$ cat config.mk
export PLATFORM = sky130hd
export DESIGN_NAME = exec_stage
export DESIGN_NICKNAME = d
export VERILOG_FILES = /design/src/logic/exec_pkg.sv /design/src/logic/iter_op_if.sv /design/src/logic/exec_decoder.sv /design/src/logic/exec_alu.sv /design/src/logic/exec_multiplier.sv /design/src/logic/exec_divider.sv /design/src/logic/exec_stage.sv
export SDC_FILE = /design/constraint.sdc
export NUM_CORES = 2
export LEC_CHECK = 0
export BUFFER_PORTS_ARGS = -buffer_cell sky130_fd_sc_hd__clkbuf_2
export CAP_MARGIN = 20
export CELL_PAD_IN_SITES_DETAIL_PLACEMENT = 1
export CELL_PAD_IN_SITES_GLOBAL_PLACEMENT = 2
export CORE_ASPECT_RATIO = 1.5
export CORE_UTILIZATION = 38
export DETAILED_ROUTE_END_ITERATION = 8
export PLACE_DENSITY = 0.92
export SYNTH_ARGS = -nofsm -noshare
export SYNTH_HDL_FRONTEND = slang
export SYNTH_HIERARCHICAL = 1
export SYNTH_SLANG_ARGS = --single-unit
export TNS_END_PERCENT = 1
$ cat constraint.sdc
create_clock -name clk -period 8.8 [get_ports clk]
set_input_delay 1.32 -clock clk [delete_from_list [all_inputs] [get_ports clk]]
set_output_delay 1.32 -clock clk [all_outputs]
set_load 0.01 [all_outputs]
$ cat src/logic/exec_pkg.sv
`default_nettype none

package exec_pkg;

    parameter int XLEN = 32;

    parameter logic [6:0] OPCODE_OP     = 7'b0110011;
    parameter logic [6:0] OPCODE_OP_IMM = 7'b0010011;
    parameter logic [6:0] OPCODE_LUI    = 7'b0110111;
    parameter logic [6:0] OPCODE_AUIPC  = 7'b0010111;
    parameter logic [6:0] OPCODE_JAL    = 7'b1101111;
    parameter logic [6:0] OPCODE_JALR   = 7'b1100111;
    parameter logic [6:0] OPCODE_BRANCH = 7'b1100011;

    parameter logic [6:0] FUNCT7_MULDIV = 7'b0000001;

    typedef enum logic [2:0] {
        ALU,
        LUI,
        AUIPC,
        JAL,
        JALR,
        BRANCH,
        MUL,
        DIV
    } op_class_e;

    typedef struct packed {
        op_class_e       op_class;
        logic [2:0]      funct3;
        logic            alt;
        logic            use_imm;
        logic [4:0]      rd;
        logic            rd_write;
        logic [XLEN-1:0] imm;
        logic            illegal;
    } decoded_t;

    // Unsigned product of two magnitudes
    typedef logic [2*XLEN-1:0] mul_result_t;

    typedef struct packed {
        logic [XLEN-1:0] quotient;
        logic [XLEN-1:0] remainder;
        logic            by_zero;
    } div_result_t;

endpackage

`default_nettype wire

$ cat src/logic/iter_op_if.sv
`timescale 1ns/1ps
`default_nettype none

interface iter_op_if #(
    parameter int  WIDTH    = 32,
    parameter type result_t = logic [WIDTH-1:0]
);
    logic             req_valid;
    logic             req_ready;
    logic [WIDTH-1:0] operand_a;
    logic [WIDTH-1:0] operand_b;
    logic             resp_valid;
    result_t          result;

    modport requester (
        output req_valid, operand_a, operand_b,
        input  req_ready, resp_valid, result
    );

    modport unit (
        input  req_valid, operand_a, operand_b,
        output req_ready, resp_valid, result
    );
endinterface

`default_nettype wire

$ cat src/logic/exec_decoder.sv
`timescale 1ns/1ps
`default_nettype none

module exec_decoder (
    input  logic [exec_pkg::XLEN-1:0] instr,
    output exec_pkg::decoded_t        decoded
);
    import exec_pkg::*;

    logic [6:0]      opcode;
    logic [6:0]      funct7;
    logic [XLEN-1:0] imm_i;
    logic [XLEN-1:0] imm_u;
    logic [XLEN-1:0] imm_j;
    logic [XLEN-1:0] imm_b;
    logic            writes_rd;

    assign opcode = instr[6:0];
    assign funct7 = instr[31:25];

    assign imm_i = {{20{instr[31]}}, instr[31:20]};
    assign imm_u = {instr[31:12], 12'h000};
    assign imm_j = {{12{instr[31]}}, instr[19:12], instr[20], instr[30:21], 1'b0};
    assign imm_b = {{20{instr[31]}}, instr[7], instr[30:25], instr[11:8], 1'b0};

    always_comb begin
        decoded.op_class = ALU;
        decoded.funct3   = instr[14:12];
        decoded.alt      = instr[30];
        decoded.use_imm  = 1'b0;
        decoded.rd       = instr[11:7];
        decoded.imm      = imm_i;
        decoded.illegal  = 1'b0;
        writes_rd        = 1'b1;
        case (opcode)
            OPCODE_OP: begin
                if (funct7 == FUNCT7_MULDIV) begin
                    decoded.op_class = instr[14] ? DIV : MUL;
                end else if (funct7 != 7'h00 && funct7 != 7'h20) begin
                    decoded.illegal = 1'b1;
                end
            end
            OPCODE_OP_IMM: decoded.use_imm = 1'b1;
            OPCODE_LUI: begin
                decoded.op_class = LUI;
                decoded.imm      = imm_u;
            end
            OPCODE_AUIPC: begin
                decoded.op_class = AUIPC;
                decoded.imm      = imm_u;
            end
            OPCODE_JAL: begin
                decoded.op_class = JAL;
                decoded.imm      = imm_j;
            end
            OPCODE_JALR: begin
                decoded.op_class = JALR;
                decoded.illegal  = instr[14:12] != 3'b000;
            end
            OPCODE_BRANCH: begin
                decoded.op_class = BRANCH;
                decoded.imm      = imm_b;
                decoded.illegal  = instr[14:13] == 2'b01;
                writes_rd        = 1'b0;
            end
            default: begin
                decoded.illegal = 1'b1;
                writes_rd       = 1'b0;
            end
        endcase
        decoded.rd_write = writes_rd && (instr[11:7] != 5'd0);
    end

endmodule

`default_nettype wire

$ cat src/logic/exec_alu.sv
`timescale 1ns/1ps
`default_nettype none

module exec_alu (
    input  exec_pkg::decoded_t        decoded,
    input  logic [exec_pkg::XLEN-1:0] rs1,
    input  logic [exec_pkg::XLEN-1:0] rs2,
    output logic [exec_pkg::XLEN-1:0] result,
    output logic                      branch_taken,
    output logic                      illegal
);
    import exec_pkg::*;

    logic [XLEN-1:0] opb;
    logic [4:0]      shamt;
    logic            alt_bad;

    assign opb   = decoded.use_imm ? decoded.imm : rs2;
    assign shamt = opb[4:0];

    always_comb begin
        case (decoded.funct3)
            3'b000: begin
                // Bit 30 belongs to the immediate for ADDI
                if (decoded.alt && !decoded.use_imm)
                    result = rs1 - opb;
                else
                    result = rs1 + opb;
            end
            3'b001: result = rs1 << shamt;
            3'b010: result = {{(XLEN-1){1'b0}}, $signed(rs1) < $signed(opb)};
            3'b011: result = {{(XLEN-1){1'b0}}, rs1 < opb};
            3'b100: result = rs1 ^ opb;
            3'b101: begin
                if (decoded.alt)
                    result = $signed(rs1) >>> shamt;
                else
                    result = rs1 >> shamt;
            end
            3'b110: result = rs1 | opb;
            default: result = rs1 & opb;
        endcase
    end

    always_comb begin
        case (decoded.funct3)
            3'b000: branch_taken = rs1 == rs2;
            3'b001: branch_taken = rs1 != rs2;
            3'b100: branch_taken = $signed(rs1) < $signed(rs2);
            3'b101: branch_taken = $signed(rs1) >= $signed(rs2);
            3'b110: branch_taken = rs1 < rs2;
            3'b111: branch_taken = rs1 >= rs2;
            default: branch_taken = 1'b0;
        endcase
    end

    // In immediate form only the shift funct7 field reaches bit 30
    always_comb begin
        if (decoded.use_imm)
            alt_bad = decoded.funct3 == 3'b001;
        else
            alt_bad = decoded.funct3 != 3'b000 && decoded.funct3 != 3'b101;
    end

    assign illegal = (decoded.op_class == ALU) && decoded.alt && alt_bad;

endmodule

`default_nettype wire

$ cat src/logic/exec_multiplier.sv
`timescale 1ns/1ps
`default_nettype none

module exec_multiplier #(
    parameter int WIDTH = 32
) (
    input  logic    clk,
    input  logic    rst_n,
    iter_op_if.unit op
);
    localparam int CNT_W = $clog2(WIDTH + 1);
    localparam logic [CNT_W-1:0] LAST = CNT_W'(WIDTH);

    logic               busy;
    logic               done;
    logic [CNT_W-1:0]   step;
    logic [2*WIDTH-1:0] mcand;
    logic [WIDTH-1:0]   mplier;
    logic [2*WIDTH-1:0] acc;

    always_ff @(posedge clk) begin
        if (!rst_n) begin
            busy <= 1'b0;
            done <= 1'b0;
            step <= '0;
        end else begin
            done <= 1'b0;
            if (op.req_valid && !busy) begin
                busy <= 1'b1;
                step <= '0;
            end else if (busy) begin
                if (step == LAST) begin
                    busy <= 1'b0;
                    done <= 1'b1;
                end else begin
                    step <= step + 1'b1;
                end
            end
        end
    end

    // One partial product per cycle
    always_ff @(posedge clk) begin
        if (op.req_valid && !busy) begin
            mcand  <= {{WIDTH{1'b0}}, op.operand_a};
            mplier <= op.operand_b;
            acc    <= '0;
        end else if (busy && step != LAST) begin
            if (mplier[0])
                acc <= acc + mcand;
            mcand  <= mcand << 1;
            mplier <= mplier >> 1;
        end
    end

    assign op.req_ready  = !busy;
    assign op.resp_valid = done;
    assign op.result     = acc;

endmodule

`default_nettype wire

$ cat src/logic/exec_divider.sv
`timescale 1ns/1ps
`default_nettype none

module exec_divider #(
    parameter int WIDTH = 32
) (
    input  logic    clk,
    input  logic    rst_n,
    iter_op_if.unit op
);
    import exec_pkg::*;

    localparam int CNT_W = $clog2(WIDTH + 1);
    localparam logic [CNT_W-1:0] LAST = CNT_W'(WIDTH);

    logic             busy;
    logic             done;
    logic [CNT_W-1:0] step;
    logic [WIDTH-1:0] divisor;
    logic [WIDTH-1:0] quo;
    logic [WIDTH-1:0] rem;
    logic             by_zero;
    logic [WIDTH:0]   partial;
    logic [WIDTH:0]   diff;
    div_result_t      res;

    always_ff @(posedge clk) begin
        if (!rst_n) begin
            busy <= 1'b0;
            done <= 1'b0;
            step <= '0;
        end else begin
            done <= 1'b0;
            if (op.req_valid && !busy) begin
                busy <= 1'b1;
                step <= '0;
            end else if (busy) begin
                if (step == LAST) begin
                    busy <= 1'b0;
                    done <= 1'b1;
                end else begin
                    step <= step + 1'b1;
                end
            end
        end
    end

    // Next dividend bit enters the partial remainder
    assign partial = {rem, quo[WIDTH-1]};
    assign diff    = partial - {1'b0, divisor};

    // Zero divisor never borrows, so quotient fills with ones
    always_ff @(posedge clk) begin
        if (op.req_valid && !busy) begin
            divisor <= op.operand_b;
            quo     <= op.operand_a;
            rem     <= '0;
            by_zero <= op.operand_b == '0;
        end else if (busy && step != LAST) begin
            if (!diff[WIDTH]) begin
                rem <= diff[WIDTH-1:0];
                quo <= {quo[WIDTH-2:0], 1'b1};
            end else begin
                rem <= partial[WIDTH-1:0];
                quo <= {quo[WIDTH-2:0], 1'b0};
            end
        end
    end

    always_comb begin
        res.quotient  = quo;
        res.remainder = rem;
        res.by_zero   = by_zero;
    end

    assign op.req_ready  = !busy;
    assign op.resp_valid = done;
    assign op.result     = res;

endmodule

`default_nettype wire

$ cat src/logic/exec_stage.sv
`timescale 1ns/1ps
`default_nettype none

module exec_stage (
    input  logic                      clk,
    input  logic                      rst_n,

    input  logic                      in_valid,
    output logic                      in_ready,
    input  logic [exec_pkg::XLEN-1:0] in_instr,
    input  logic [exec_pkg::XLEN-1:0] in_pc,
    input  logic [exec_pkg::XLEN-1:0] in_rs1,
    input  logic [exec_pkg::XLEN-1:0] in_rs2,

    output logic                      out_valid,
    input  logic                      out_ready,
    output logic [4:0]                out_rd,
    output logic                      out_rd_write,
    output logic [exec_pkg::XLEN-1:0] out_rd_wdata,
    output logic                      out_branch_taken,
    output logic [exec_pkg::XLEN-1:0] out_branch_target,
    output logic                      out_illegal
);
    import exec_pkg::*;

    typedef enum logic [1:0] {
        S_IDLE,
        S_WAIT_UNIT,
        S_HOLD_OUT
    } state_e;

    state_e          state;
    logic            req_sent;
    logic [XLEN-1:0] instr_q;
    logic [XLEN-1:0] pc_q;
    logic [XLEN-1:0] rs1_q;
    logic [XLEN-1:0] rs2_q;
    logic [XLEN-1:0] unit_q;

    decoded_t        dec;
    logic [XLEN-1:0] alu_result;
    logic            alu_branch;
    logic            alu_illegal;
    logic            illegal;

    logic            is_mul;
    logic            is_div;
    logic            a_signed;
    logic            b_signed;
    logic            neg_a;
    logic            neg_b;
    logic            prod_inv;
    logic [XLEN-1:0] mag_a;
    logic [XLEN-1:0] mag_b;
    mul_result_t     prod_fix;
    div_result_t     div_res;
    logic [XLEN-1:0] mul_word;
    logic [XLEN-1:0] div_word;
    logic            req_fire;
    logic            resp_fire;

    iter_op_if #(.WIDTH(XLEN), .result_t(mul_result_t)) mul_if ();
    iter_op_if #(.WIDTH(XLEN), .result_t(div_result_t)) div_if ();

    exec_decoder decoder_i (
        .instr   (instr_q),
        .decoded (dec)
    );

    exec_alu alu_i (
        .decoded      (dec),
        .rs1          (rs1_q),
        .rs2          (rs2_q),
        .result       (alu_result),
        .branch_taken (alu_branch),
        .illegal      (alu_illegal)
    );

    exec_multiplier #(.WIDTH(XLEN)) multiplier_i (
        .clk   (clk),
        .rst_n (rst_n),
        .op    (mul_if.unit)
    );

    exec_divider #(.WIDTH(XLEN)) divider_i (
        .clk   (clk),
        .rst_n (rst_n),
        .op    (div_if.unit)
    );

    assign is_mul = dec.op_class == MUL;
    assign is_div = dec.op_class == DIV;

    // MULHSU signs rs1 only and the unsigned forms sign neither operand
    always_comb begin
        if (is_div) begin
            a_signed = !dec.funct3[0];
            b_signed = !dec.funct3[0];
        end else begin
            a_signed = dec.funct3[1:0] != 2'b11;
            b_signed = !dec.funct3[1];
        end
    end

    assign neg_a    = a_signed && rs1_q[XLEN-1];
    assign neg_b    = b_signed && rs2_q[XLEN-1];
    assign prod_inv = neg_a ^ neg_b;
    assign mag_a    = neg_a ? -rs1_q : rs1_q;
    assign mag_b    = neg_b ? -rs2_q : rs2_q;

    assign mul_if.operand_a = mag_a;
    assign mul_if.operand_b = mag_b;
    assign div_if.operand_a = mag_a;
    assign div_if.operand_b = mag_b;
    assign mul_if.req_valid = (state == S_WAIT_UNIT) && !req_sent && is_mul;
    assign div_if.req_valid = (state == S_WAIT_UNIT) && !req_sent && is_div;

    assign req_fire  = (mul_if.req_valid && mul_if.req_ready) ||
                       (div_if.req_valid && div_if.req_ready);
    assign resp_fire = req_sent && (is_mul ? mul_if.resp_valid : div_if.resp_valid);

    assign prod_fix = prod_inv ? -mul_if.result : mul_if.result;
    assign mul_word = (dec.funct3[1:0] == 2'b00) ? prod_fix[XLEN-1:0] : prod_fix[2*XLEN-1:XLEN];
    assign div_res  = div_if.result;

    // Divide by zero bypasses the sign correction
    always_comb begin
        if (div_res.by_zero)
            div_word = dec.funct3[1] ? rs1_q : '1;
        else if (dec.funct3[1])
            div_word = neg_a ? -div_res.remainder : div_res.remainder;
        else
            div_word = prod_inv ? -div_res.quotient : div_res.quotient;
    end

    always_ff @(posedge clk) begin
        if (!rst_n) begin
            state    <= S_IDLE;
            req_sent <= 1'b0;
        end else begin
            case (state)
                S_IDLE: begin
                    req_sent <= 1'b0;
                    if (in_valid)
                        state <= S_WAIT_UNIT;
                end
                S_WAIT_UNIT: begin
                    if (req_fire)
                        req_sent <= 1'b1;
                    if ((!is_mul && !is_div) || resp_fire)
                        state <= S_HOLD_OUT;
                end
                default: begin
                    if (out_ready)
                        state <= S_IDLE;
                end
            endcase
        end
    end

    always_ff @(posedge clk) begin
        if (state == S_IDLE && in_valid) begin
            instr_q <= in_instr;
            pc_q    <= in_pc;
            rs1_q   <= in_rs1;
            rs2_q   <= in_rs2;
        end
        if (state == S_WAIT_UNIT && resp_fire)
            unit_q <= is_mul ? mul_word : div_word;
    end

    always_comb begin
        case (dec.op_class)
            LUI:       out_rd_wdata = dec.imm;
            AUIPC:     out_rd_wdata = pc_q + dec.imm;
            JAL, JALR: out_rd_wdata = pc_q + 32'd4;
            MUL, DIV:  out_rd_wdata = unit_q;
            default:   out_rd_wdata = alu_result;
        endcase
    end

    assign illegal           = dec.illegal || alu_illegal;
    assign out_illegal       = illegal;
    assign out_rd            = dec.rd;
    assign out_rd_write      = dec.rd_write && !illegal;
    assign out_branch_target = (dec.op_class == JALR) ? ((rs1_q + dec.imm) & ~32'd1) :
                               (pc_q + dec.imm);
    assign out_branch_taken  = !illegal && ((dec.op_class == JAL) || (dec.op_class == JALR) ||
                               ((dec.op_class == BRANCH) && alu_branch));

    assign in_ready  = state == S_IDLE;
    assign out_valid = state == S_HOLD_OUT;

endmodule

`default_nettype wire

Word level (Yosys, flattened, before mapping) --
Index checks and enable logic that the tools add are counted.
Cells by class: $add $sub $neg 14, $lt $le $gt $ge 6, equal/unequal tests 37, shift operators 3, muxes and demuxes 52, bitwise logic cells 9, reductions and logical operators 62
Operator list (count):
- $mux W32 | 20
- $pmux W32 S7 | 1
- $lt A32 B32 Y1 | 4
- $neg A32 Y32 | 4
- $pmux W32 S4 | 1
- $add A32 B32 Y32 | 3
- $pmux W31 S3 | 1
- $add A64 B64 Y64 | 1
- $ge A32 B32 Y1 | 2
- $mux W64 | 1
- $neg A64 Y64 | 1
- $sub A33 B32 Y33 | 1
- $add A32 B3 Y32 const B | 1
- $and A32 B32 Y32 | 1
- $eq A32 B32 Y1 | 1
- $logic_not A32 Y1 | 1
- $ne A32 B32 Y1 | 1
- $or A32 B32 Y32 | 1
- $shl A32 B5 Y32 | 1
- $shr A32 B5 Y32 | 1
- $sshr A32 B5 Y32 | 1
- $sub A32 B32 Y32 | 1
- $xor A32 B32 Y32 | 1
- $eq A3 B3 Y1 const B | 8
- other kinds (40) | 124
Word-level totals: register bits 436, input port bits 132, output and inout bits 74, word-level logic and storage cells 204

Logic depth before layout (Yosys ltp) --
depth in word-level cells 11, gate-level depth with buffers 26, mapped depth without buffers 23

Cells and area by module --
Netlist, hierarchy kept.
By module, submodules not included:
- exec_stage | times used 1, cells an instance 1802, area each 15549.9 µm², sequential area each 4864.7 µm²
- exec_alu | times used 1, cells an instance 1634, area each 10804.1 µm², sequential area each 0.0 µm²
- exec_multiplier | times used 1, cells an instance 1268, area each 10048.4 µm², sequential area each 4003.8 µm²
- exec_divider | times used 1, cells an instance 646, area each 5953.2 µm², sequential area each 2752.6 µm²
- exec_decoder | times used 1, cells an instance 96, area each 665.6 µm², sequential area each 0.0 µm²

Worst setup path before layout --
Ideal clock, no wire load.
kind reg2out, start register instr_q[1], end output out_rd_wdata[28] (netlist name), arrival 5.469 ns, required time 7.480 ns, slack 2.011 ns, cell stages (with the launch flop) 27, path buffers 3, cell sequence edfxtp_1 -> nand2_1 -> or2_2 -> nor3_2 -> nor3b_1 -> mux2i_4 -> inv_2 -> buf_2 -> buf_2 -> buf_2 -> ha_1 -> inv_1 -> fa_1 -> nor2b_1 -> o31ai_1 -> o31ai_4 -> o21ai_1 -> a2111o_1 -> o211ai_2 -> a31oi_1 -> xor2_1 -> o2111ai_1 -> mux2_2 -> a22oi_1 -> nor2_1 -> a311oi_1 -> o21ai_0
RTL lines:
- from (decl) | RTL line exec_stage.sv:34 | logic [XLEN-1:0] instr_q;
- from (signal assigned) | RTL line exec_stage.sv:163 | instr_q <= in_instr;
- to (decl) | RTL line exec_stage.sv:19 | output logic [exec_pkg::XLEN-1:0] out_rd_wdata,

==> results.md <==
- Vias in the first global route: between 40k and 50k
- Core area: 112000 um^2
- Power share of the clock group: a little under 30%
- Post-Route WL: roughly 220000 um
- Synth Area in Simple Gates: 20.3%
- Post-Synth Adder-Cell Area: 9.56%
- Switching Share: 39.9%
- CTS root buf: clkbuf_16
- Worst EP required: around 7.5 ns
- Worst skew pair latency: approximately 0.66 ns
- Post-synth top area share: 20.2%
- Hold Path End: multiplier_i/mcand[62]
- Worst-Margin Slew: roughly 1.2 ns
- Slew HR: 16.5%
- WP buf/inv: 3
- Worst setup path class: reg2out
- Pleak: 19.3 nW
- Worst path arrival time: 7.19 ns
- Vias: 44.7k
- Critical Path Sink Type: primary output
- Ys flop type: edfxtp_1
- Layout cells sized above 1: 9.72%
- Unrepaired setup endpoints after global routing: false
- Reg2Reg Setup Slack: ~1.4 ns
- Syn Area/Cell: 7.90 um^2
- Worst hold path depth: 2
- Compound-cell area share of the yosys netlist: 25.7%
- Area delta synth->final: 9.37%
- Setup Fix Bufs, Post-CTS: 0
- Worst path depth: 21
- Reg2reg start: instr_q[3]
- Most used cell, CP: o22ai_1
- Period utilization: 96.7%
- Psw: roughly 2.8 mW
- Die X: 277 um
- Routability Congestion: 1.04
- Area leader, netlist: edfxtp_1
- Hold Crit Start: multiplier_i/mcand[61]
- CP cell instances: or3b_1 > nor4_2 > buf_12 > o21a_1 > ha_1 > nor3_1 > o31ai_1 > a31oi_1 > o41ai_2 > buf_4 > o211ai_2 > nand4_1 > a2bb2oi_1 > xnor2_1 > o22ai_1 > mux2_2 > nand2_1 > o21ai_0 > nor2_1 > o22ai_1 > clkbuf_2
- Final Hold Vio Count: 0
- Num rows: 150
- Post_cts resized: 0
- Cells after DPL: 6898
- Max-slew violations: 0
- Yosys warns: 6
- H-tree levels: 2
- Min Tclk post-route: 8.51 ns
- Syn Nets: between 5k and 6k
- Clk_skew: 0.0244 ns
- Pwr Total: 7.09 mW
- Peak supply drop: ~0.00014 V
- Post-synthesis cell type count: 130
- Clock Path Buffers: 3
- FFs w/ async S/R, synth: 0%
- Power density cells: between 150 and 200 nW/um^2
- Top post-synthesis cells by area: edfxtp_1 (20%), ha_1 (9.3%), nand2_1 (7.7%), dfxtp_1 (6.8%), a21oi_1 (5.4%)
- Combinational Power Share: 36.5%
- Max cap viols: 0
- Reg2Reg Capture Point: unit_q[1]
- Vias per std cell: ~6.4
- Achievable frequency: about 120 MHz
- Clock Pin Slew Worst Setup and Hold Paths: around 0.06 ns
- Synthesized flop and latch total: 436
- Largest net degree at the start of global routing: 75
- Pint: 4.26 mW
- Synth Cell Area: between 40000 and 50000 um^2
- Reg power frac: 33.7%
- Final HPWL from detailed placement: 166000 um
- TNS Setup: 0 ns
- Seq/Total Area, Yosys: between 20% and 30%
- Post-synth EDFFs: 289
- CP max FO: 63
- Hold-fix buffers at CTS: 0
- Reg2reg path depth: 16
- Chip height: just over 400 um
- Worst path slowest cell: or3b_1
- Crit path launch type: flip-flop
- Slowest stage delay, CP: 0.63 ns
- Final setup viols: 0
- Number of buffers created by CTS: 48
- Largest family of logic cells by synthesized area: compound AO/OA/AOI/OAI gates
- Post-DRT Antenna Nets: 0
- Overall Global Routing Usage: 36.6%
- DRT Pass-1 Iters: 6
- First-pass GRT wire length: 311000 um
- I/O pins: 206
- DRC Markers: 0
- Worst min path class: reg2reg
- Fin cells: 6991
- NumNets Final: 5962
- Initial core utilization: 38.5%
- Cells after synthesis: 5446
- PortBufs: 205
- Clock sinks: 436
- Wire length per cell: 30.9 um
- Die ar.: 115000 um^2
- DRT iter0 DRCs: 4114
- XOR/XNOR share of the synthesized area: 7.88%
- Crit path max-delay family: compound AO/OA/AOI/OAI gates
- Status: finished, final reports clean
- Total gr overflow: 0
- Clock tree from TritonCTS: built
- Initial antenna violation count: 17
- Mux contribution to synthesized area: 4.21%
[how the worst max path moves through the flow]
stage / start / endpoint / slack (ns)
floorplan: instr_q[1] / out_rd_wdata[28] / 2.01
detailed placement: instr_q[3] / out_rd_wdata[27] / 1.11
finish: instr_q[3] / out_rd_wdata[29] / 0.29
CTS: instr_q[3] / out_rd_wdata[27] / 0.39
global route: instr_q[3] / out_rd_wdata[27] / 0.05
global placement: instr_q[3] / out_rd_wdata[28] / 1.19
[synthesized netlist by cell type (24+ instances only)]
cell and instances:
nor3_1 85, or3_1 36, clkbuf_1 207, a211oi_1 51, o21ai_1 79, o31ai_1 51
nor2b_1 43, nand3_1 148, nor4_1 37, a21o_1 110, o21bai_1 36, xor2_1 175
a22o_1 24, nand2_1 884, buf_2 50, xnor2_1 209, nand4_1 58, inv_1 228
ha_1 319, o22ai_1 44, nand2b_1 43, dfxtp_1 147, o211ai_1 71, nor2_1 410
edfxtp_1 289, and3_1 32, o21a_1 70, o21ai_0 301, a21oi_1 466, o221ai_1 33
a221oi_1 26, a31oi_1 59, mux2i_1 127
[per-stage QoR]
stage / setup WS (ns) / utilization (%) / area [um^2] / hold WS, ns
after floorplan: 2.01 / - / 43000 / 0.435
after global placement: 1.19 / 40.6 / 45400 / 0.451
after detailed placement: 1.11 / 40.6 / 45400 / 0.451
after CTS: 0.395 / 42.0 / 47000 / 0.469
after global routing: 0.0493 / 42.1 / 47000 / 0.474
final: 0.292 / 42.1 / 47100 / 0.454
[routing by layer]
metal | vias to the layer above | share of wire (%) | track usage, %
li1 | 19900 | - | -
met1 | 22100 | 36 | 39.5
met2 | 1940 | 47 | 61.2
met3 | 760 | 6.5 | 6.60
met4 | 10 | 11 | 33.4
met5 | - | 0.032 | 0
[cells in the final DEF (no fill, tap or decap), types with 70 or more instances in the layout]
| cell type | synthesis | layout |
|---|---|---|
| xnor2_1 | 209 | 209 |
| nor3_1 | 85 | 85 |
| buf_4 | 19 | 111 |
| o211ai_1 | 71 | 71 |
| clkbuf_2 | 1 | 205 |
| a21o_1 | 110 | 110 |
| o21a_1 | 70 | 70 |
| ha_1 | 319 | 319 |
| nand3_1 | 148 | 148 |
| o21ai_0 | 301 | 299 |
| dfxtp_1 | 147 | 147 |
| nand2_1 | 884 | 881 |
| a21oi_1 | 466 | 465 |
| mux2i_1 | 127 | 124 |
| edfxtp_1 | 289 | 289 |
| nor2_1 | 410 | 405 |
| xor2_1 | 175 | 175 |
| o21ai_1 | 79 | 78 |
| inv_1 | 228 | 227 |
[power by group through the flow]
stage / sequential, mW / combinational, mW / clock [mW]
floorplan: 2.40 / 1.57 / 0
global placement: 2.43 / 2.46 / 0
detailed placement: 2.43 / 2.49 / 0
CTS: 2.39 / 2.50 / 2.14
global route: 2.40 / 2.72 / 2.21
finish: 2.39 / 2.59 / 2.11
[state kept, by name (all words and copies together) (netlist names)]
signal,count
multiplier_i/mcand,64
multiplier_i/op.result,64
divider_i/divisor,32
divider_i/quo,32
divider_i/rem,32
instr_q,32
multiplier_i/mplier,32
pc_q,32
rs1_q,32
rs2_q,32
unit_q,32
divider_i/step,6
multiplier_i/step,6
state,2
divider_i/busy,1
divider_i/by_zero,1
divider_i/op.resp_valid,1
multiplier_i/busy,1
multiplier_i/op.resp_valid,1
req_sent,1
[tightest hold or removal path: cells and delay by family, from the launching register on]
family	cells	cell delay, ns
flops	1	0.33
simple gates	2	0.10
[kinds of logic after synthesis]
kind of cell,count (synthesis)
AND/OR/NAND/NOR,1918
adder cells (fa/ha/maj),325
AO/OA/AOI/OAI,1680
flip-flops,436
buffers and inverters,545
XOR/XNOR,385
multiplexers,157
[layout make-up]
| class | count | area, um^2 |
|---|---|---|
| repair buffers | 319 | 1930 |
| diodes | 4 | 10.0 |
| multi-input cells | 4465 | 29200 |
| clock inverters | 33 | 323 |
| inverters | 235 | 882 |
| well taps | 1444 | 1810 |
| fillers | 13600 | 64800 |
| clock buffers | 55 | 1250 |
| flip-flops and latches | 436 | 11600 |
Note: power is estimated with default switching activity, not from simulation.
